## config.mk

```make
export PLATFORM = sky130hd
export DESIGN_NAME = fetch_top
export DESIGN_NICKNAME = d
export VERILOG_FILES = /design/src/logic/ifu_pkg.sv /design/src/logic/fetch_top.sv /design/src/logic/fetch_unit.sv /design/src/logic/icache.sv /design/src/logic/inst_mem.sv
export SDC_FILE = /design/constraint.sdc
export NUM_CORES = 1
export LEC_CHECK = 0
export BUFFER_PORTS_ARGS = -buffer_cell sky130_fd_sc_hd__buf_2
export CAP_MARGIN = 5
export CORE_MARGIN = 8
export CORE_UTILIZATION = 26
export CTS_CLUSTER_SIZE = 25
export DETAILED_ROUTE_END_ITERATION = 12
export PLACE_DENSITY = 0.48
export REMOVE_ABC_BUFFERS = 1
export SETUP_SLACK_MARGIN = 0.15
export SYNTH_ARGS = -nofsm -noshare
export SYNTH_HDL_FRONTEND = slang
export SYNTH_SLANG_ARGS = --single-unit
```

## constraint.sdc

```tcl
create_clock -name clk -period 4.6 [get_ports clk]
set_input_delay 0.23 -clock clk [delete_from_list [all_inputs] [get_ports clk]]
set_output_delay 0.23 -clock clk [all_outputs]
set_load 0.02 [all_outputs]
```

## src/program.hex

```
// One instruction word per line, word addresses 0 to 63 in order.
005aff13
015afe13
025afd13
035afc13
045afb13
055afa13
065af913
075af813
085af713
095af613
0a5af513
0b5af413
0c5af313
0d5af213
0e5af113
0f5af013
105aef13
115aee13
125aed13
135aec13
145aeb13
155aea13
165ae913
175ae813
185ae713
195ae613
1a5ae513
1b5ae413
1c5ae313
1d5ae213
1e5ae113
1f5ae013
205adf13
215ade13
225add13
235adc13
245adb13
255ada13
265ad913
275ad813
285ad713
295ad613
2a5ad513
2b5ad413
2c5ad313
2d5ad213
2e5ad113
2f5ad013
305acf13
315ace13
325acd13
335acc13
345acb13
355aca13
365ac913
375ac813
385ac713
395ac613
3a5ac513
3b5ac413
3c5ac313
3d5ac213
3e5ac113
3f5ac013

```

## src/logic/ifu_pkg.sv

```systemverilog
package ifu_pkg;

    // ~~~~~~~~~~~~~~~~~~~~~~~~~~~~~~~~~~~~~~~
    // Address and data sizes
    // ~~~~~~~~~~~~~~~~~~~~~~~~~~~~~~~~~~~~~~~
    localparam int addr_width    = 32;
    localparam int data_width    = 32;
    localparam int cache_lines   = 16;
    localparam int index_width   = $clog2(cache_lines);
    localparam int offset_width  = 2;
    localparam int tag_width     = addr_width - index_width - offset_width;

    // Instruction memory wraps above its own index bits.
    localparam int mem_words       = 64;
    localparam int mem_index_width = $clog2(mem_words);
    localparam int mem_latency     = 3;
    localparam int lat_width       = $clog2(mem_latency);
    localparam logic [lat_width-1:0] lat_last = lat_width'(mem_latency - 1);

    // Fetch sequencing.
    localparam logic [addr_width-1:0] reset_pc = '0;
    localparam logic [addr_width-1:0] pc_step  = 4;
    localparam int counter_width = 16;

    // Cache controller states.
    localparam logic [1:0] cache_idle    = 2'd0;
    localparam logic [1:0] cache_compare = 2'd1;
    localparam logic [1:0] cache_refill  = 2'd2;

    // ~~~~~~~~~~~~~~~~~~~~~~~~~~~~~~~~~~~~~~~
    // Fetch address, raw word or cache fields
    // ~~~~~~~~~~~~~~~~~~~~~~~~~~~~~~~~~~~~~~~
    typedef union packed {
        logic [addr_width-1:0] raw;
        struct packed {
            logic [tag_width-1:0]    tag;
            logic [index_width-1:0]  index;
            logic [offset_width-1:0] offset;
        } fields;
    } fetch_addr_t;

endpackage
```

## src/logic/fetch_top.sv

```systemverilog
module fetch_top (
    input  logic                                clk,
    input  logic                                rst,

    input  logic                                stall,
    input  logic                                redirect,
    input  logic [ifu_pkg::addr_width-1:0]      redirect_pc,

    output logic [ifu_pkg::data_width-1:0]      instr,
    output logic [ifu_pkg::addr_width-1:0]      instr_pc,
    output logic                                instr_valid,
    output logic [ifu_pkg::counter_width-1:0]   hit_count,
    output logic [ifu_pkg::counter_width-1:0]   miss_count
);

    // ~~~~~~~~~~~~~~~~~~~~~~~~~~~~~~~~~~~~~~~
    // Fetch unit to cache
    // ~~~~~~~~~~~~~~~~~~~~~~~~~~~~~~~~~~~~~~~
    ifu_pkg::fetch_addr_t              cpu_addr;
    logic                              cpu_req;
    logic [ifu_pkg::data_width-1:0]    cpu_data;
    logic                              cpu_hit;
    logic                              cpu_ready;

    // Cache to memory.
    logic                              mem_req;
    logic [ifu_pkg::data_width-1:0]    mem_data;
    logic                              mem_ready;

    fetch_unit u_fetch_unit (
        .clk         (clk),
        .rst         (rst),
        .stall       (stall),
        .redirect    (redirect),
        .redirect_pc (redirect_pc),
        .cpu_addr    (cpu_addr),
        .cpu_req     (cpu_req),
        .cpu_data    (cpu_data),
        .cpu_hit     (cpu_hit),
        .cpu_ready   (cpu_ready),
        .instr       (instr),
        .instr_pc    (instr_pc),
        .instr_valid (instr_valid),
        .hit_count   (hit_count),
        .miss_count  (miss_count)
    );

    icache u_icache (
        .clk       (clk),
        .rst       (rst),
        .cpu_addr  (cpu_addr),
        .cpu_req   (cpu_req),
        .cpu_data  (cpu_data),
        .cpu_hit   (cpu_hit),
        .cpu_ready (cpu_ready),
        .mem_req   (mem_req),
        .mem_data  (mem_data),
        .mem_ready (mem_ready)
    );

    // Memory sees the held fetch address directly.
    inst_mem u_inst_mem (
        .clk       (clk),
        .rst       (rst),
        .mem_addr  (cpu_addr),
        .mem_req   (mem_req),
        .mem_data  (mem_data),
        .mem_ready (mem_ready)
    );

endmodule

```

## src/logic/fetch_unit.sv

```systemverilog
module fetch_unit (
    input  logic                                clk,
    input  logic                                rst,

    input  logic                                stall,
    input  logic                                redirect,
    input  logic [ifu_pkg::addr_width-1:0]      redirect_pc,

    output ifu_pkg::fetch_addr_t                cpu_addr,
    output logic                                cpu_req,
    input  logic [ifu_pkg::data_width-1:0]      cpu_data,
    input  logic                                cpu_hit,
    input  logic                                cpu_ready,

    output logic [ifu_pkg::data_width-1:0]      instr,
    output logic [ifu_pkg::addr_width-1:0]      instr_pc,
    output logic                                instr_valid,
    output logic [ifu_pkg::counter_width-1:0]   hit_count,
    output logic [ifu_pkg::counter_width-1:0]   miss_count
);

    // Address of the next fetch to issue.
    ifu_pkg::fetch_addr_t pc;

    logic busy;
    logic drop;
    logic issue;
    logic accept;

    // A new request only goes out when nothing is in flight.
    assign issue  = !busy && !stall;
    // A redirect in the same cycle as the answer also throws it away.
    assign accept = cpu_ready && !drop && !redirect;

    // ~~~~~~~~~~~~~~~~~~~~~~~~~~~~~~~~~~~~~~~
    // Sequencer
    // ~~~~~~~~~~~~~~~~~~~~~~~~~~~~~~~~~~~~~~~
    always_ff @(posedge clk or posedge rst) begin
        if (rst) begin
            pc.raw      <= ifu_pkg::reset_pc;
            busy        <= 1'b0;
            drop        <= 1'b0;
            cpu_req     <= 1'b0;
            instr_valid <= 1'b0;
        end else begin
            cpu_req     <= issue;
            instr_valid <= accept;

            if (issue) begin
                busy <= 1'b1;
            end else if (cpu_ready) begin
                busy <= 1'b0;
            end

            // Outstanding fetch is stale once the PC has been redirected.
            if (cpu_ready) begin
                drop <= 1'b0;
            end else if (redirect && busy) begin
                drop <= 1'b1;
            end

            if (redirect) begin
                pc.raw <= redirect_pc;
            end else if (accept) begin
                pc.raw <= cpu_addr.raw + ifu_pkg::pc_step;
            end
        end
    end

    // Request address and delivered instruction.
    always_ff @(posedge clk) begin
        if (issue) begin
            cpu_addr.raw <= redirect ? redirect_pc : pc.raw;
        end
        if (accept) begin
            instr    <= cpu_data;
            instr_pc <= cpu_addr.raw;
        end
    end

    // ~~~~~~~~~~~~~~~~~~~~~~~~~~~~~~~~~~~~~~~
    // Performance counters
    // ~~~~~~~~~~~~~~~~~~~~~~~~~~~~~~~~~~~~~~~
    // Dropped fetches still count.
    always_ff @(posedge clk or posedge rst) begin
        if (rst) begin
            hit_count  <= '0;
            miss_count <= '0;
        end else if (cpu_ready) begin
            if (cpu_hit) begin
                hit_count <= hit_count + 1'b1;
            end else begin
                miss_count <= miss_count + 1'b1;
            end
        end
    end

endmodule

```

## src/logic/icache.sv

```systemverilog
module icache (
    input  logic                               clk,
    input  logic                               rst,

    input  ifu_pkg::fetch_addr_t               cpu_addr,
    input  logic                               cpu_req,
    output logic [ifu_pkg::data_width-1:0]     cpu_data,
    output logic                               cpu_hit,
    output logic                               cpu_ready,

    output logic                               mem_req,
    input  logic [ifu_pkg::data_width-1:0]     mem_data,
    input  logic                               mem_ready
);

    // ~~~~~~~~~~~~~~~~~~~~~~~~~~~~~~~~~~~~~~~
    // Line storage
    // ~~~~~~~~~~~~~~~~~~~~~~~~~~~~~~~~~~~~~~~
    logic [ifu_pkg::tag_width-1:0]   tag_array  [ifu_pkg::cache_lines];
    logic [ifu_pkg::data_width-1:0]  data_array [ifu_pkg::cache_lines];
    logic [ifu_pkg::cache_lines-1:0] valid;

    logic [1:0]                      state;
    logic [1:0]                      state_next;

    logic [ifu_pkg::index_width-1:0] index;
    logic                            in_compare;
    logic                            lookup_hit;
    logic                            fill;

    // The address is held by the fetch unit for the whole lookup.
    assign index      = cpu_addr.fields.index;
    assign in_compare = (state == ifu_pkg::cache_compare);
    assign lookup_hit = valid[index] && (tag_array[index] == cpu_addr.fields.tag);
    assign fill       = (state == ifu_pkg::cache_refill) && mem_ready;

    // ~~~~~~~~~~~~~~~~~~~~~~~~~~~~~~~~~~~~~~~
    // Controller
    // ~~~~~~~~~~~~~~~~~~~~~~~~~~~~~~~~~~~~~~~
    always_comb begin
        case (state)
            ifu_pkg::cache_idle: begin
                state_next = cpu_req ? ifu_pkg::cache_compare : ifu_pkg::cache_idle;
            end
            ifu_pkg::cache_compare: begin
                state_next = lookup_hit ? ifu_pkg::cache_idle : ifu_pkg::cache_refill;
            end
            ifu_pkg::cache_refill: begin
                state_next = mem_ready ? ifu_pkg::cache_idle : ifu_pkg::cache_refill;
            end
            default: begin
                state_next = ifu_pkg::cache_idle;
            end
        endcase
    end

    always_ff @(posedge clk or posedge rst) begin
        if (rst) begin
            state     <= ifu_pkg::cache_idle;
            cpu_ready <= 1'b0;
            cpu_hit   <= 1'b0;
            mem_req   <= 1'b0;
            valid     <= '0;
        end else begin
            state <= state_next;

            // One-cycle answer, from the array or from the refill.
            cpu_ready <= (in_compare && lookup_hit) || fill;
            cpu_hit   <= in_compare && lookup_hit;

            // Refill request is a level held until the memory answers.
            mem_req <= (in_compare && !lookup_hit)
                       || ((state == ifu_pkg::cache_refill) && !mem_ready);

            if (fill) begin
                valid[index] <= 1'b1;
            end
        end
    end

    // ~~~~~~~~~~~~~~~~~~~~~~~~~~~~~~~~~~~~~~~
    // Data path
    // ~~~~~~~~~~~~~~~~~~~~~~~~~~~~~~~~~~~~~~~
    always_ff @(posedge clk) begin
        if (in_compare && lookup_hit) begin
            cpu_data <= data_array[index];
        end else if (fill) begin
            cpu_data <= mem_data;
        end
    end

    // A refill always replaces whatever the indexed line held.
    always_ff @(posedge clk) begin
        if (fill) begin
            tag_array[index]  <= cpu_addr.fields.tag;
            data_array[index] <= mem_data;
        end
    end

endmodule

```

## src/logic/inst_mem.sv

```systemverilog
module inst_mem (
    input  logic                               clk,
    input  logic                               rst,

    input  ifu_pkg::fetch_addr_t               mem_addr,
    input  logic                               mem_req,
    output logic [ifu_pkg::data_width-1:0]     mem_data,
    output logic                               mem_ready
);

    // ~~~~~~~~~~~~~~~~~~~~~~~~~~~~~~~~~~~~~~~
    // Program storage
    // ~~~~~~~~~~~~~~~~~~~~~~~~~~~~~~~~~~~~~~~
    logic [ifu_pkg::data_width-1:0] mem [ifu_pkg::mem_words];

    logic [ifu_pkg::mem_index_width-1:0] word_index;
    logic [ifu_pkg::lat_width-1:0]       lat_cnt;
    logic                                served;
    logic                                fire;

    initial begin
        $readmemh("/design/src/program.hex", mem);
    end

    // Word address, upper bits ignored so the program wraps.
    assign word_index = mem_addr.raw[ifu_pkg::offset_width +: ifu_pkg::mem_index_width];

    // Answer on the last counted cycle of the request.
    assign fire = mem_req && !served && (lat_cnt == ifu_pkg::lat_last);

    // ~~~~~~~~~~~~~~~~~~~~~~~~~~~~~~~~~~~~~~~
    // Latency counter
    // ~~~~~~~~~~~~~~~~~~~~~~~~~~~~~~~~~~~~~~~
    always_ff @(posedge clk or posedge rst) begin
        if (rst) begin
            lat_cnt   <= '0;
            served    <= 1'b0;
            mem_ready <= 1'b0;
        end else begin
            mem_ready <= fire;

            if (!mem_req) begin
                lat_cnt <= '0;
                served  <= 1'b0;
            end else if (fire) begin
                lat_cnt <= '0;
                served  <= 1'b1;
            end else if (!served) begin
                lat_cnt <= lat_cnt + 1'b1;
            end
        end
    end

    always_ff @(posedge clk) begin
        if (fire) begin
            mem_data <= mem[word_index];
        end
    end

endmodule

```

=== Word-level counts from Yosys, hierarchy flattened ===
Memory sizes are Yosys's and may differ from the RTL's. A register that Yosys moved wholly into a read port is not among the register bits.
Index checks and enable logic that the tools add are counted.

* Add/sub/neg operators: 4
* Order comparisons: 2
* Equal/unequal tests: 6
* Mux-type cells: 23
* Bitwise operators: 2
* Reductions and logical operators: 28

{| class="wikitable"
|+ Operators with widths
! kind !! number
|-
| 32-bit 2-to-1 mux || 3
|-
| 16-bit by 1-bit adder with 16-bit output, second input constant || 2
|-
| 32-bit by 3-bit adder with 32-bit output, second input constant || 1
|-
| 26-bit equality test || 1
|-
| 16-bit bitwise OR || 1
|-
| 1-bit logical AND || 12
|-
| 1-bit 2-to-1 mux || 11
|-
| 2-bit 2-to-1 mux || 5
|-
| 2-bit nonzero test || 4
|-
| 1-bit logical NOT || 7
|-
| 2-bit one-hot mux with 3 select lines || 1
|-
| 4-bit by 5-bit less-than comparator with 1-bit output, second input constant || 1
|-
| 1-bit binary-select mux with 4-bit select || 1
|-
| 1-bit demux with 4-bit select || 1
|-
| 2-bit equality test, second input constant || 2
|-
| 4-bit by 1-bit >= comparator with 1-bit output, second input constant || 1
|-
| 4-bit 2-to-1 mux || 1
|-
| 2-bit AND reduction || 2
|-
| 3-bit != test, second input constant || 1
|-
| 2-bit by 1-bit adder with 2-bit output, second input constant || 1
|-
| 2-bit by 1-bit equality test with 1-bit output, second input constant || 1
|-
| 2-bit logical NOT || 1
|-
| 1-bit logical OR || 2
|-
| 2-bit by 1-bit != test with 1-bit output, second input constant || 1
|-
| 1-bit inverter || 1
|}

* Bits in registers: 221
* RAM bits: 928
* Output and inout bits: 97
* Logic and storage cells: 86
* Memories: 2

{| class="wikitable"
|+ Memory list
! memory !! words !! bits a word !! read ports !! clocked after Yosys merged registers in !! wr ports !! line !! text
|-
| u_icache.data_array || 16 || 32 || 1 || 1 || 1 || icache.sv:20 || <nowiki>logic [ifu_pkg::data_width-1:0] data_array [ifu_pkg::cache_lines];</nowiki>
|-
| u_icache.tag_array || 16 || 26 || 1 || 1 || 1 || icache.sv:19 || <nowiki>logic [ifu_pkg::tag_width-1:0] tag_array [ifu_pkg::cache_lines];</nowiki>
|}

=== Longest topological paths before layout ===
Gate-level depths: netlist of the first run.

* Depth in word-level cells: 6
* Mapped depth: 12

=== By module ===
From an unflattened synthesis of the first run, not the netlist that was laid out.

* Cells, all modules: 2357
* Area total of the unflattened synthesis: 45317.2 µm²

{| class="wikitable"
|+ Modules (own cells, without submodules)
! module !! times used !! cells an instance !! area an instance (µm²) !! seq. area each (µm²)
|-
| icache || 1 || 1768 || 38124.1 || 29353.2
|-
| fetch_unit || 1 || 542 || 6784.0 || 4584.4
|-
| inst_mem || 1 || 47 || 409.1 || 100.1
|}

=== Worst setup path after synthesis of the first run ===
Ideal clock, no wire load.

* Path type: reg-to-reg
* From: reg u_fetch_unit.cpu_addr[3] in the netlist's numbering
* To: mem u_icache.tag_array[0][0] in the netlist's numbering, enable pin
* Library setup time: 0.443 ns
* Arrival: 2.750 ns
* Setup slack: 1.407 ns
* Stages on the path, launching flop included: 6
* Buffers on the path: 1
* Clock period less this slack: 3.193 ns
* Cell sequence: edfxtp_1 -> clkbuf_1 -> inv_1 -> ha_1 -> nand2_1 -> nor3_1

{| class="wikitable"
|+ RTL lines
! element !! line !! text
|-
| start: declaration || fetch_unit.sv:9 || <nowiki>output ifu_pkg::fetch_addr_t cpu_addr,</nowiki>
|-
| end: declaration || icache.sv:19 ||
|}

Straight into the memory's write port.

==> results of run 1 <==
## report_power, final
part | internal (W) | switching, W | total, W | leakage [nW]
Combinational | 0.000154 | 0.000197 | 0.000350 | 3.31
Clock | 0.00268 | 0.00201 | 0.00470 | 0.921
Sequential | 0.00567 | 0.0000663 | 0.00574 | 5.57
## sequential cells by signal, summed over array words and instances (netlist names), 2 cells and up, named ones only
signal                   count
u_fetch_unit.hit_count      16
u_fetch_unit.pc             32
u_fetch_unit.cpu_addr       32
u_icache.state               2
u_fetch_unit.miss_count     16
u_fetch_unit.instr_pc       32
u_icache.tag_array         416
u_icache.valid              16
u_inst_mem.lat_cnt           2
## per-stage QoR
step	total power [W]	setup TNS, ns	util, %	setup WS (ns)
2_1_floorplan	0.006060	-1.646	-	-0.4423
3_3_place_gp	0.006168	0	28.50	0.8115
3_5_place_dp	0.006177	0	28.50	0.8390
4_1_cts	0.01091	0	30.94	0.8037
5_1_grt	0.01115	0	30.94	0.6429
6_report	0.01079	0	30.94	0.8285
## per-layer routing
metal / track usage [%] / routed length (µm) / vias to the layer above
met5: 0 / 0 / -
met4: 3.268 / 1254 / 0
met3: 2.384 / 3337 / 85
met2: 19.49 / 28800 / 372
met1: 17.05 / 28600 / 6762
li1: - / - / 5707
## worst reg2reg max path: cells and delay by family, from the launching register on
kind                      cells  cell delay (ns)
muxes                         3             0.90
and+or+nand+nor               3             0.92
xor gates and xnor gates      1             0.09
DFF                           1             0.90
buffers and inverters         2             0.68
AOI/OAI and AO/OA             1             0.19
## worst max path at each step
stage / endpoint / start
2_1_floorplan: u_icache.mem_req / flip-flop
3_3_place_gp: u_icache.mem_req / flip-flop
3_5_place_dp: u_icache.mem_req / flip-flop
4_1_cts: u_icache.mem_req / flip-flop
5_1_grt: u_icache.mem_req / flip-flop
6_report: u_icache.mem_req / flip-flop
## Yosys cell counts (4+ instances only)
cell type / number / share of area (%)
buf_4: 40 / 1.3
a211oi_1: 4 / 0.13
nand3_1: 35 / 0.74
nand4_1: 21 / 0.56
a21oi_1: 30 / 0.64
buf_6: 5 / 0.24
mux4_2: 82 / 7.8
and4_1: 9 / 0.33
mux4_1: 5 / 0.56
xor2_1: 30 / 1.1
nor3_1: 14 / 0.30
nand2_1: 82 / 1.3
a221oi_1: 4 / 0.15
nand2b_1: 9 / 0.24
a22oi_1: 12 / 0.38
nor4_1: 5 / 0.13
mux2i_1: 54 / 2.3
inv_1: 42 / 0.67
buf_2: 21 / 0.45
nor2_1: 54 / 0.86
o21ai_0: 58 / 1.2
mux2_2: 23 / 1.1
o22ai_1: 10 / 0.27
a22o_1: 11 / 0.41
xnor2_1: 55 / 2.0
nand3b_1: 5 / 0.16
nor2b_1: 12 / 0.32
edfxtp_1: 480 / 61
ha_1: 6 / 0.32
dfrtp_1: 93 / 9.9
or2_2: 20 / 0.53
clkbuf_1: 31 / 0.49
and3_1: 8 / 0.21
nor3b_1: 6 / 0.19
dfxtp_1: 4 / 0.34
## repair_timing
item	CTS	global route
hold endpoints to repair	121	0
hold buffers	32	0
setup endpoints to repair	0	0
## cells by family (layout without fill, tap and decap cells)
| group | after synthesis | count (layout) | synth area share (%) |
|---|---|---|---|
| other cells | 1 | 32 | 0.01591 |
| buf+inv | 141 | 339 | 3.222 |
| flops | 577 | 577 | 71.36 |
| mux | 164 | 164 | 11.78 |
| simple gates | 296 | 296 | 6.465 |
| xor+xnor | 85 | 85 | 3.158 |
| compound gates | 142 | 142 | 3.678 |
| fa+ha+maj | 6 | 6 | 0.3185 |
## layout make-up
cell class	instances	area (µm²)	share of cell area, %
tap	1176	1471	5.291
timing repair buffer	185	1244	4.472
multi-input combinational	725	6221	22.37
sequential	577	16840	60.54
clock buffer	86	1672	6.011
inverter	42	160.2	0.5759
clock inverter	26	205.2	0.7379
==> run summary, run 1 <==
=====================================================================================
DIE AREA                                                                   0.1006 mm²
Share of cells above drive strength 1                                          23.58%
Worst hold path cell count                                                          4
Hold path startpoint                                                     redirect_pc[24]
Primary FF master, synth                                                     edfxtp_1
Placeable core area                                                       0.08987 mm²
Drt pass-1 iters                                                                    5
Initial core utilization                                                       26.23%
Total congestion overflow after global routing                                      0
Kind of capture point of the worst setup path                               flip-flop
Actual slew at the worst max-slew pin                                        1.086 ns
Horizontal die dimension                                                     317.1 µm
Gr usage total                                                                 12.24%
Resized Gates After CTS                                                             0
Number of synthesis warnings                                                        0
Fin crit share                                                                 81.99%
Max Cap Viol                                                                        0
Worst hold-check path type                                                  in -> reg
Cell area after layout                                                    0.02781 mm²
Worst supply voltage drop on vdd                                            0.2836 mV
Peak Freq                                                                  0.2651 GHz
Detailed-route vias per instance                                                4.589
Instance count on the critical path                                                10
Top Family by Delay on Critical Path                                     simple AND/OR/NAND/NOR gates
Tightest slew margin relative to the limit                                     27.43%
Number of clock buffers inserted by TritonCTS                                      60
Layout area overhead                                                           17.97%
Sequential share of the synthesized area                                       71.36%
Worst clock skew on the final layout                                       0.02415 ns
Startpoint-to-endpoint class of the critical path                          reg -> reg
Wire length of the first global-routing pass                                 91.94 mm
Number of standard cells after synthesis                                         1412
Most frequent standard cell in the layout excluding fill and tap cells       edfxtp_1
Hold violation total from the final report                                          0
Worst R2R End                                                            u_icache.mem_req
Total setup buffers inserted after CTS                                              0
Clock insertion delay at the later pin of the skew report                     0.62 ns
NumNets Final                                                                    1633
Slowest CP cell                                                               dfxtp_4
Worst Hold Slack                                                           0.05600 ns
Arrival time of the worst setup path                                          4.27 ns
Largest net degree at the start of global routing                                  86
Number of inserted filler cells in the final layout                              8868
Avg Inst Size Synth                                                         16.69 µm²
Placer's final routability congestion estimate                                 0.7382
Commonest non-fill, non-tap cells in the layout                          edfxtp_1, buf_2, dfrtp_1, nand2_1, mux4_2
CTS Sinks                                                                         577
TritonCTS clock tree                                                            built
Number of remaining DRC errors                                                      0
Total via count in the routed design                                           12.93k
Clk slew on worst S/H paths                                                   0.06 ns
Die height                                                                   317.1 µm
Number of global-route vias before repair                                      13.65k
Unrepaired setup endpoints after global routing                                 false
Data required, critical path                                                  5.10 ns
Cells on worst reg2reg path                                                        10
Violation count after the first detailed-route iteration                         1040
R2R setup slack                                                               0.83 ns
Power per unit of standard cell area                                     387.9 mW/mm²
Critical Path Start Type                                                    flip-flop
Area of placed instances                                                  0.02561 mm²
Synth cell types                                                                   56
Fraction of registers with async set or reset after synthesis                  16.12%
Clock root buffer                                                           clkbuf_16
Post-synth EDFFs                                                                  480
Final-report max-slew violation count                                               0
Post-detailed-route wirelength per cell                                      22.01 µm
Result of the run                                                        finished, final reports clean
# rows                                                                            110
Area of the mapped netlist                                                0.02357 mm²
# port buffers                                                                    100
Final wirelength                                                             61.99 mm
Number of placed instances with taps included                                    2673
CTS H-tree depth                                                                    2
Worst path bufs/invs                                                                2
List of cells traversed by the critical path                             buf_4 -> mux4_2 -> mux2i_1 -> xnor2_1 -> mux2i_1 -> nand4_1 -> nor4_1 -> buf_4 -> nand4_2 -> o21a_1
Antenna-violating nets left                                                         0
Final standard cell count with taps included and fillers excluded                2817
Number of primary I/O pins                                                        133
Maximum buffer depth of the clock tree                                              3
Worst-path maximum fanout                                                          56
FF+latch count, synth                                                             577
Count of inserted antenna diode cells                                               0
Endpoint of the worst hold path                                          u_fetch_unit.pc[24]
Setup-failing EPs final                                                             0
Leakage power total                                                          9.808 nW
Critical path's largest stage delay                                           0.90 ns
Final min period                                                             3.771 ns
Antenna violations before repair                                                    3
Placed wire-length estimate after detailed placement                         37.45 mm
=====================================================================================
Power figures use the tool's default switching activity.
==> inputs of run 2 (changes only) <==
PLACE_DENSITY = 0.49   (was 0.48)
clock period = 3.2 ns   (was 4.6 ns; I/O delays follow)
==> run 2 against run 1 <==
Compared with the run above: sequential share of layout area is 1.9 points lower; combinational power is 62% higher; clock skew is 0.0066 ns lower; sequential power is 43% higher; worst setup slack worse by 0.55 ns; hold slack better by 0.18 ns; critical endpoint is now u_icache.state[1]; highest routed layer unchanged.
==> run summary, run 2 (synthesized netlist as in run 1, its figures left out) <==
=====================================================================================
Result of the run                                                        finished, final reports clean
Actual slew at the worst max-slew pin                                       0.8163 ns
Placed wire-length estimate after detailed placement                         37.93 mm
Commonest non-fill, non-tap cells in the layout                          edfxtp_1, buf_2, dfrtp_1, buf_4, mux4_2
Number of global-route vias before repair                                      13.50k
Die height                                                                   317.1 µm
Violation count after the first detailed-route iteration                          825
Clock root buffer                                                           clkbuf_16
Placer's final routability congestion estimate                                 0.7588
Startpoint-to-endpoint class of the critical path                          reg -> reg
Maximum buffer depth of the clock tree                                              3
Peak Freq                                                                  0.3420 GHz
Count of inserted antenna diode cells                                               0
TritonCTS clock tree                                                            built
Worst hold-check path type                                                in -> async
Detailed-route vias per instance                                                4.535
Horizontal die dimension                                                     317.1 µm
Worst supply voltage drop on vdd                                            0.4144 mV
Data required, critical path                                                  3.71 ns
Leakage power total                                                          10.27 nW
Area of placed instances                                                  0.02603 mm²
Largest register by flop count                                           u_icache.tag_array
Slowest CP cell                                                               dfxtp_4
Clk slew on worst S/H paths                                                   0.06 ns
Hold violation total from the final report                                          0
# port buffers                                                                    100
Total via count in the routed design                                           13.04k
Worst-path maximum fanout                                                          23
Number of placed instances with taps included                                    2704
Worst clock skew on the final layout                                       0.01758 ns
Critical Path Start Type                                                    flip-flop
Most frequent standard cell in the layout excluding fill and tap cells       edfxtp_1
Kind of capture point of the worst setup path                               flip-flop
Final min period                                                             2.924 ns
Total congestion overflow after global routing                                      0
# rows                                                                            110
Fin crit share                                                                 91.36%
Share of cells above drive strength 1                                          26.86%
Number of remaining DRC errors                                                      0
Final wirelength                                                             61.74 mm
CTS H-tree depth                                                                    2
Critical path's largest stage delay                                           0.58 ns
Largest net degree at the start of global routing                                  62
Number of primary I/O pins                                                        133
Placeable core area                                                       0.08987 mm²
Final-report max-slew violation count                                               0
Max reg flops                                                                     416
Unrepaired setup endpoints after global routing                                 false
Drt pass-1 iters                                                                    5
CTS Sinks                                                                         577
Gr usage total                                                                 12.12%
Antenna violations before repair                                                    5
Initial core utilization                                                       26.23%
Cell area after layout                                                    0.02873 mm²
Max Cap Viol                                                                        0
Clock insertion delay at the later pin of the skew report                     0.61 ns
Design Power                                                                0.01604 W
Post-detailed-route wirelength per cell                                      21.48 µm
Number of clock buffers inserted by TritonCTS                                      60
Antenna-violating nets left                                                         0
Layout area overhead                                                           21.89%
Tightest slew margin relative to the limit                                     45.58%
Power per unit of standard cell area                                     558.4 mW/mm²
DIE AREA                                                                   0.1006 mm²
Final standard cell count with taps included and fillers excluded                2874
List of cells traversed by the critical path                             buf_12 -> buf_12 -> mux4_2 -> mux4_2 -> xor2_1 -> nor4_2 -> nand4_4 -> o21a_1
Setup-failing EPs final                                                             0
Arrival time of the worst setup path                                          3.43 ns
Wire length of the first global-routing pass                                 91.11 mm
NumNets Final                                                                    1691
=====================================================================================
run 2: cell types whose count changed in the layout (fill, tap and decap cells not counted), sizes merged:
cell         before  now
clkbuf           86   68
dlygate4sd3      32   36
inv              44   41
clkinv           20   33
bufinv            3   11
buf             153  206
run 2: final timing paths:
path / to / slack, ns / cells after the start
max reg2reg: u_icache.state[1] / 0.28 / 8
min in group clk: u_fetch_unit.busy / 0.31 / 3
max: u_icache.state[1] / 0.28 / 8
min: u_fetch_unit.instr_valid / 0.23 / 3
max in group asynchronous: u_fetch_unit.hit_count[12] / 2.13 / 4
min reg2reg: u_fetch_unit.instr_pc[0] / 0.46 / 0
run 2: final cells by class:
type                            count  area [µm²]
Fill cell                        8730       61140
Inverter                           42       160.2
Clock inverter                     44       481.7
Timing Repair Buffer              243        1969
Clock buffer                       67        1549
Sequential cell                   577       16840
Multi-Input combinational cell    725        6266
Tap cell                         1176        1471
run 2: report_power, final:
part	leakage, nW	internal (W)	switching (W)
Sequential	5.57	0.00815	0.0000707
Combinational	3.69	0.000250	0.000317
Clock	1.01	0.00434	0.00291
Total	10.3	0.0127	0.00330
run 2: what timing repair did:
action                     4_1_cts  5_1_grt
hold endpoints to repair       124        0
hold buffers                    36        0
cloned                           1        1
pin swaps                        0        4
resized for setup                3       10
buffers inserted                 7       14
setup endpoints to repair        4        4
run 2: per-layer routing:
layer  up-vias  GRT usage [%]  part of all wire [%]
met5         -              0                     0
met1      6806          16.82                    46
met3        69          2.163                   5.4
met4         0          2.792                   1.6
li1       5833              -                     -
met2       327          19.76                    47
run 2: critical path: cells and delay by family, from the launching register on:
kind,cells,cell delay (ns)
simple gates,2,0.65
compound gates,1,0.16
flops,1,0.58
xor+xnor,1,0.16
buf+inv,2,0.45
mux,2,0.79
run 2: per-stage QoR:
| step | worst slack [ns] | util [%] | hold WS (ns) | TNS (ns) |
|---|---|---|---|---|
| final | 0.2764 | 31.97 | 0.2344 | 0 |
| after global routing | 0.1681 | 31.97 | 0.2971 | 0 |
| after detailed placement | -0.1775 | 28.97 | 0.3694 | -0.5987 |
| after floorplan | -1.842 | - | 0.2498 | -8.116 |
| after CTS | 0.1722 | 31.76 | 0.2564 | 0 |
| after global placement | -0.1369 | 28.97 | 0.3555 | -0.4247 |
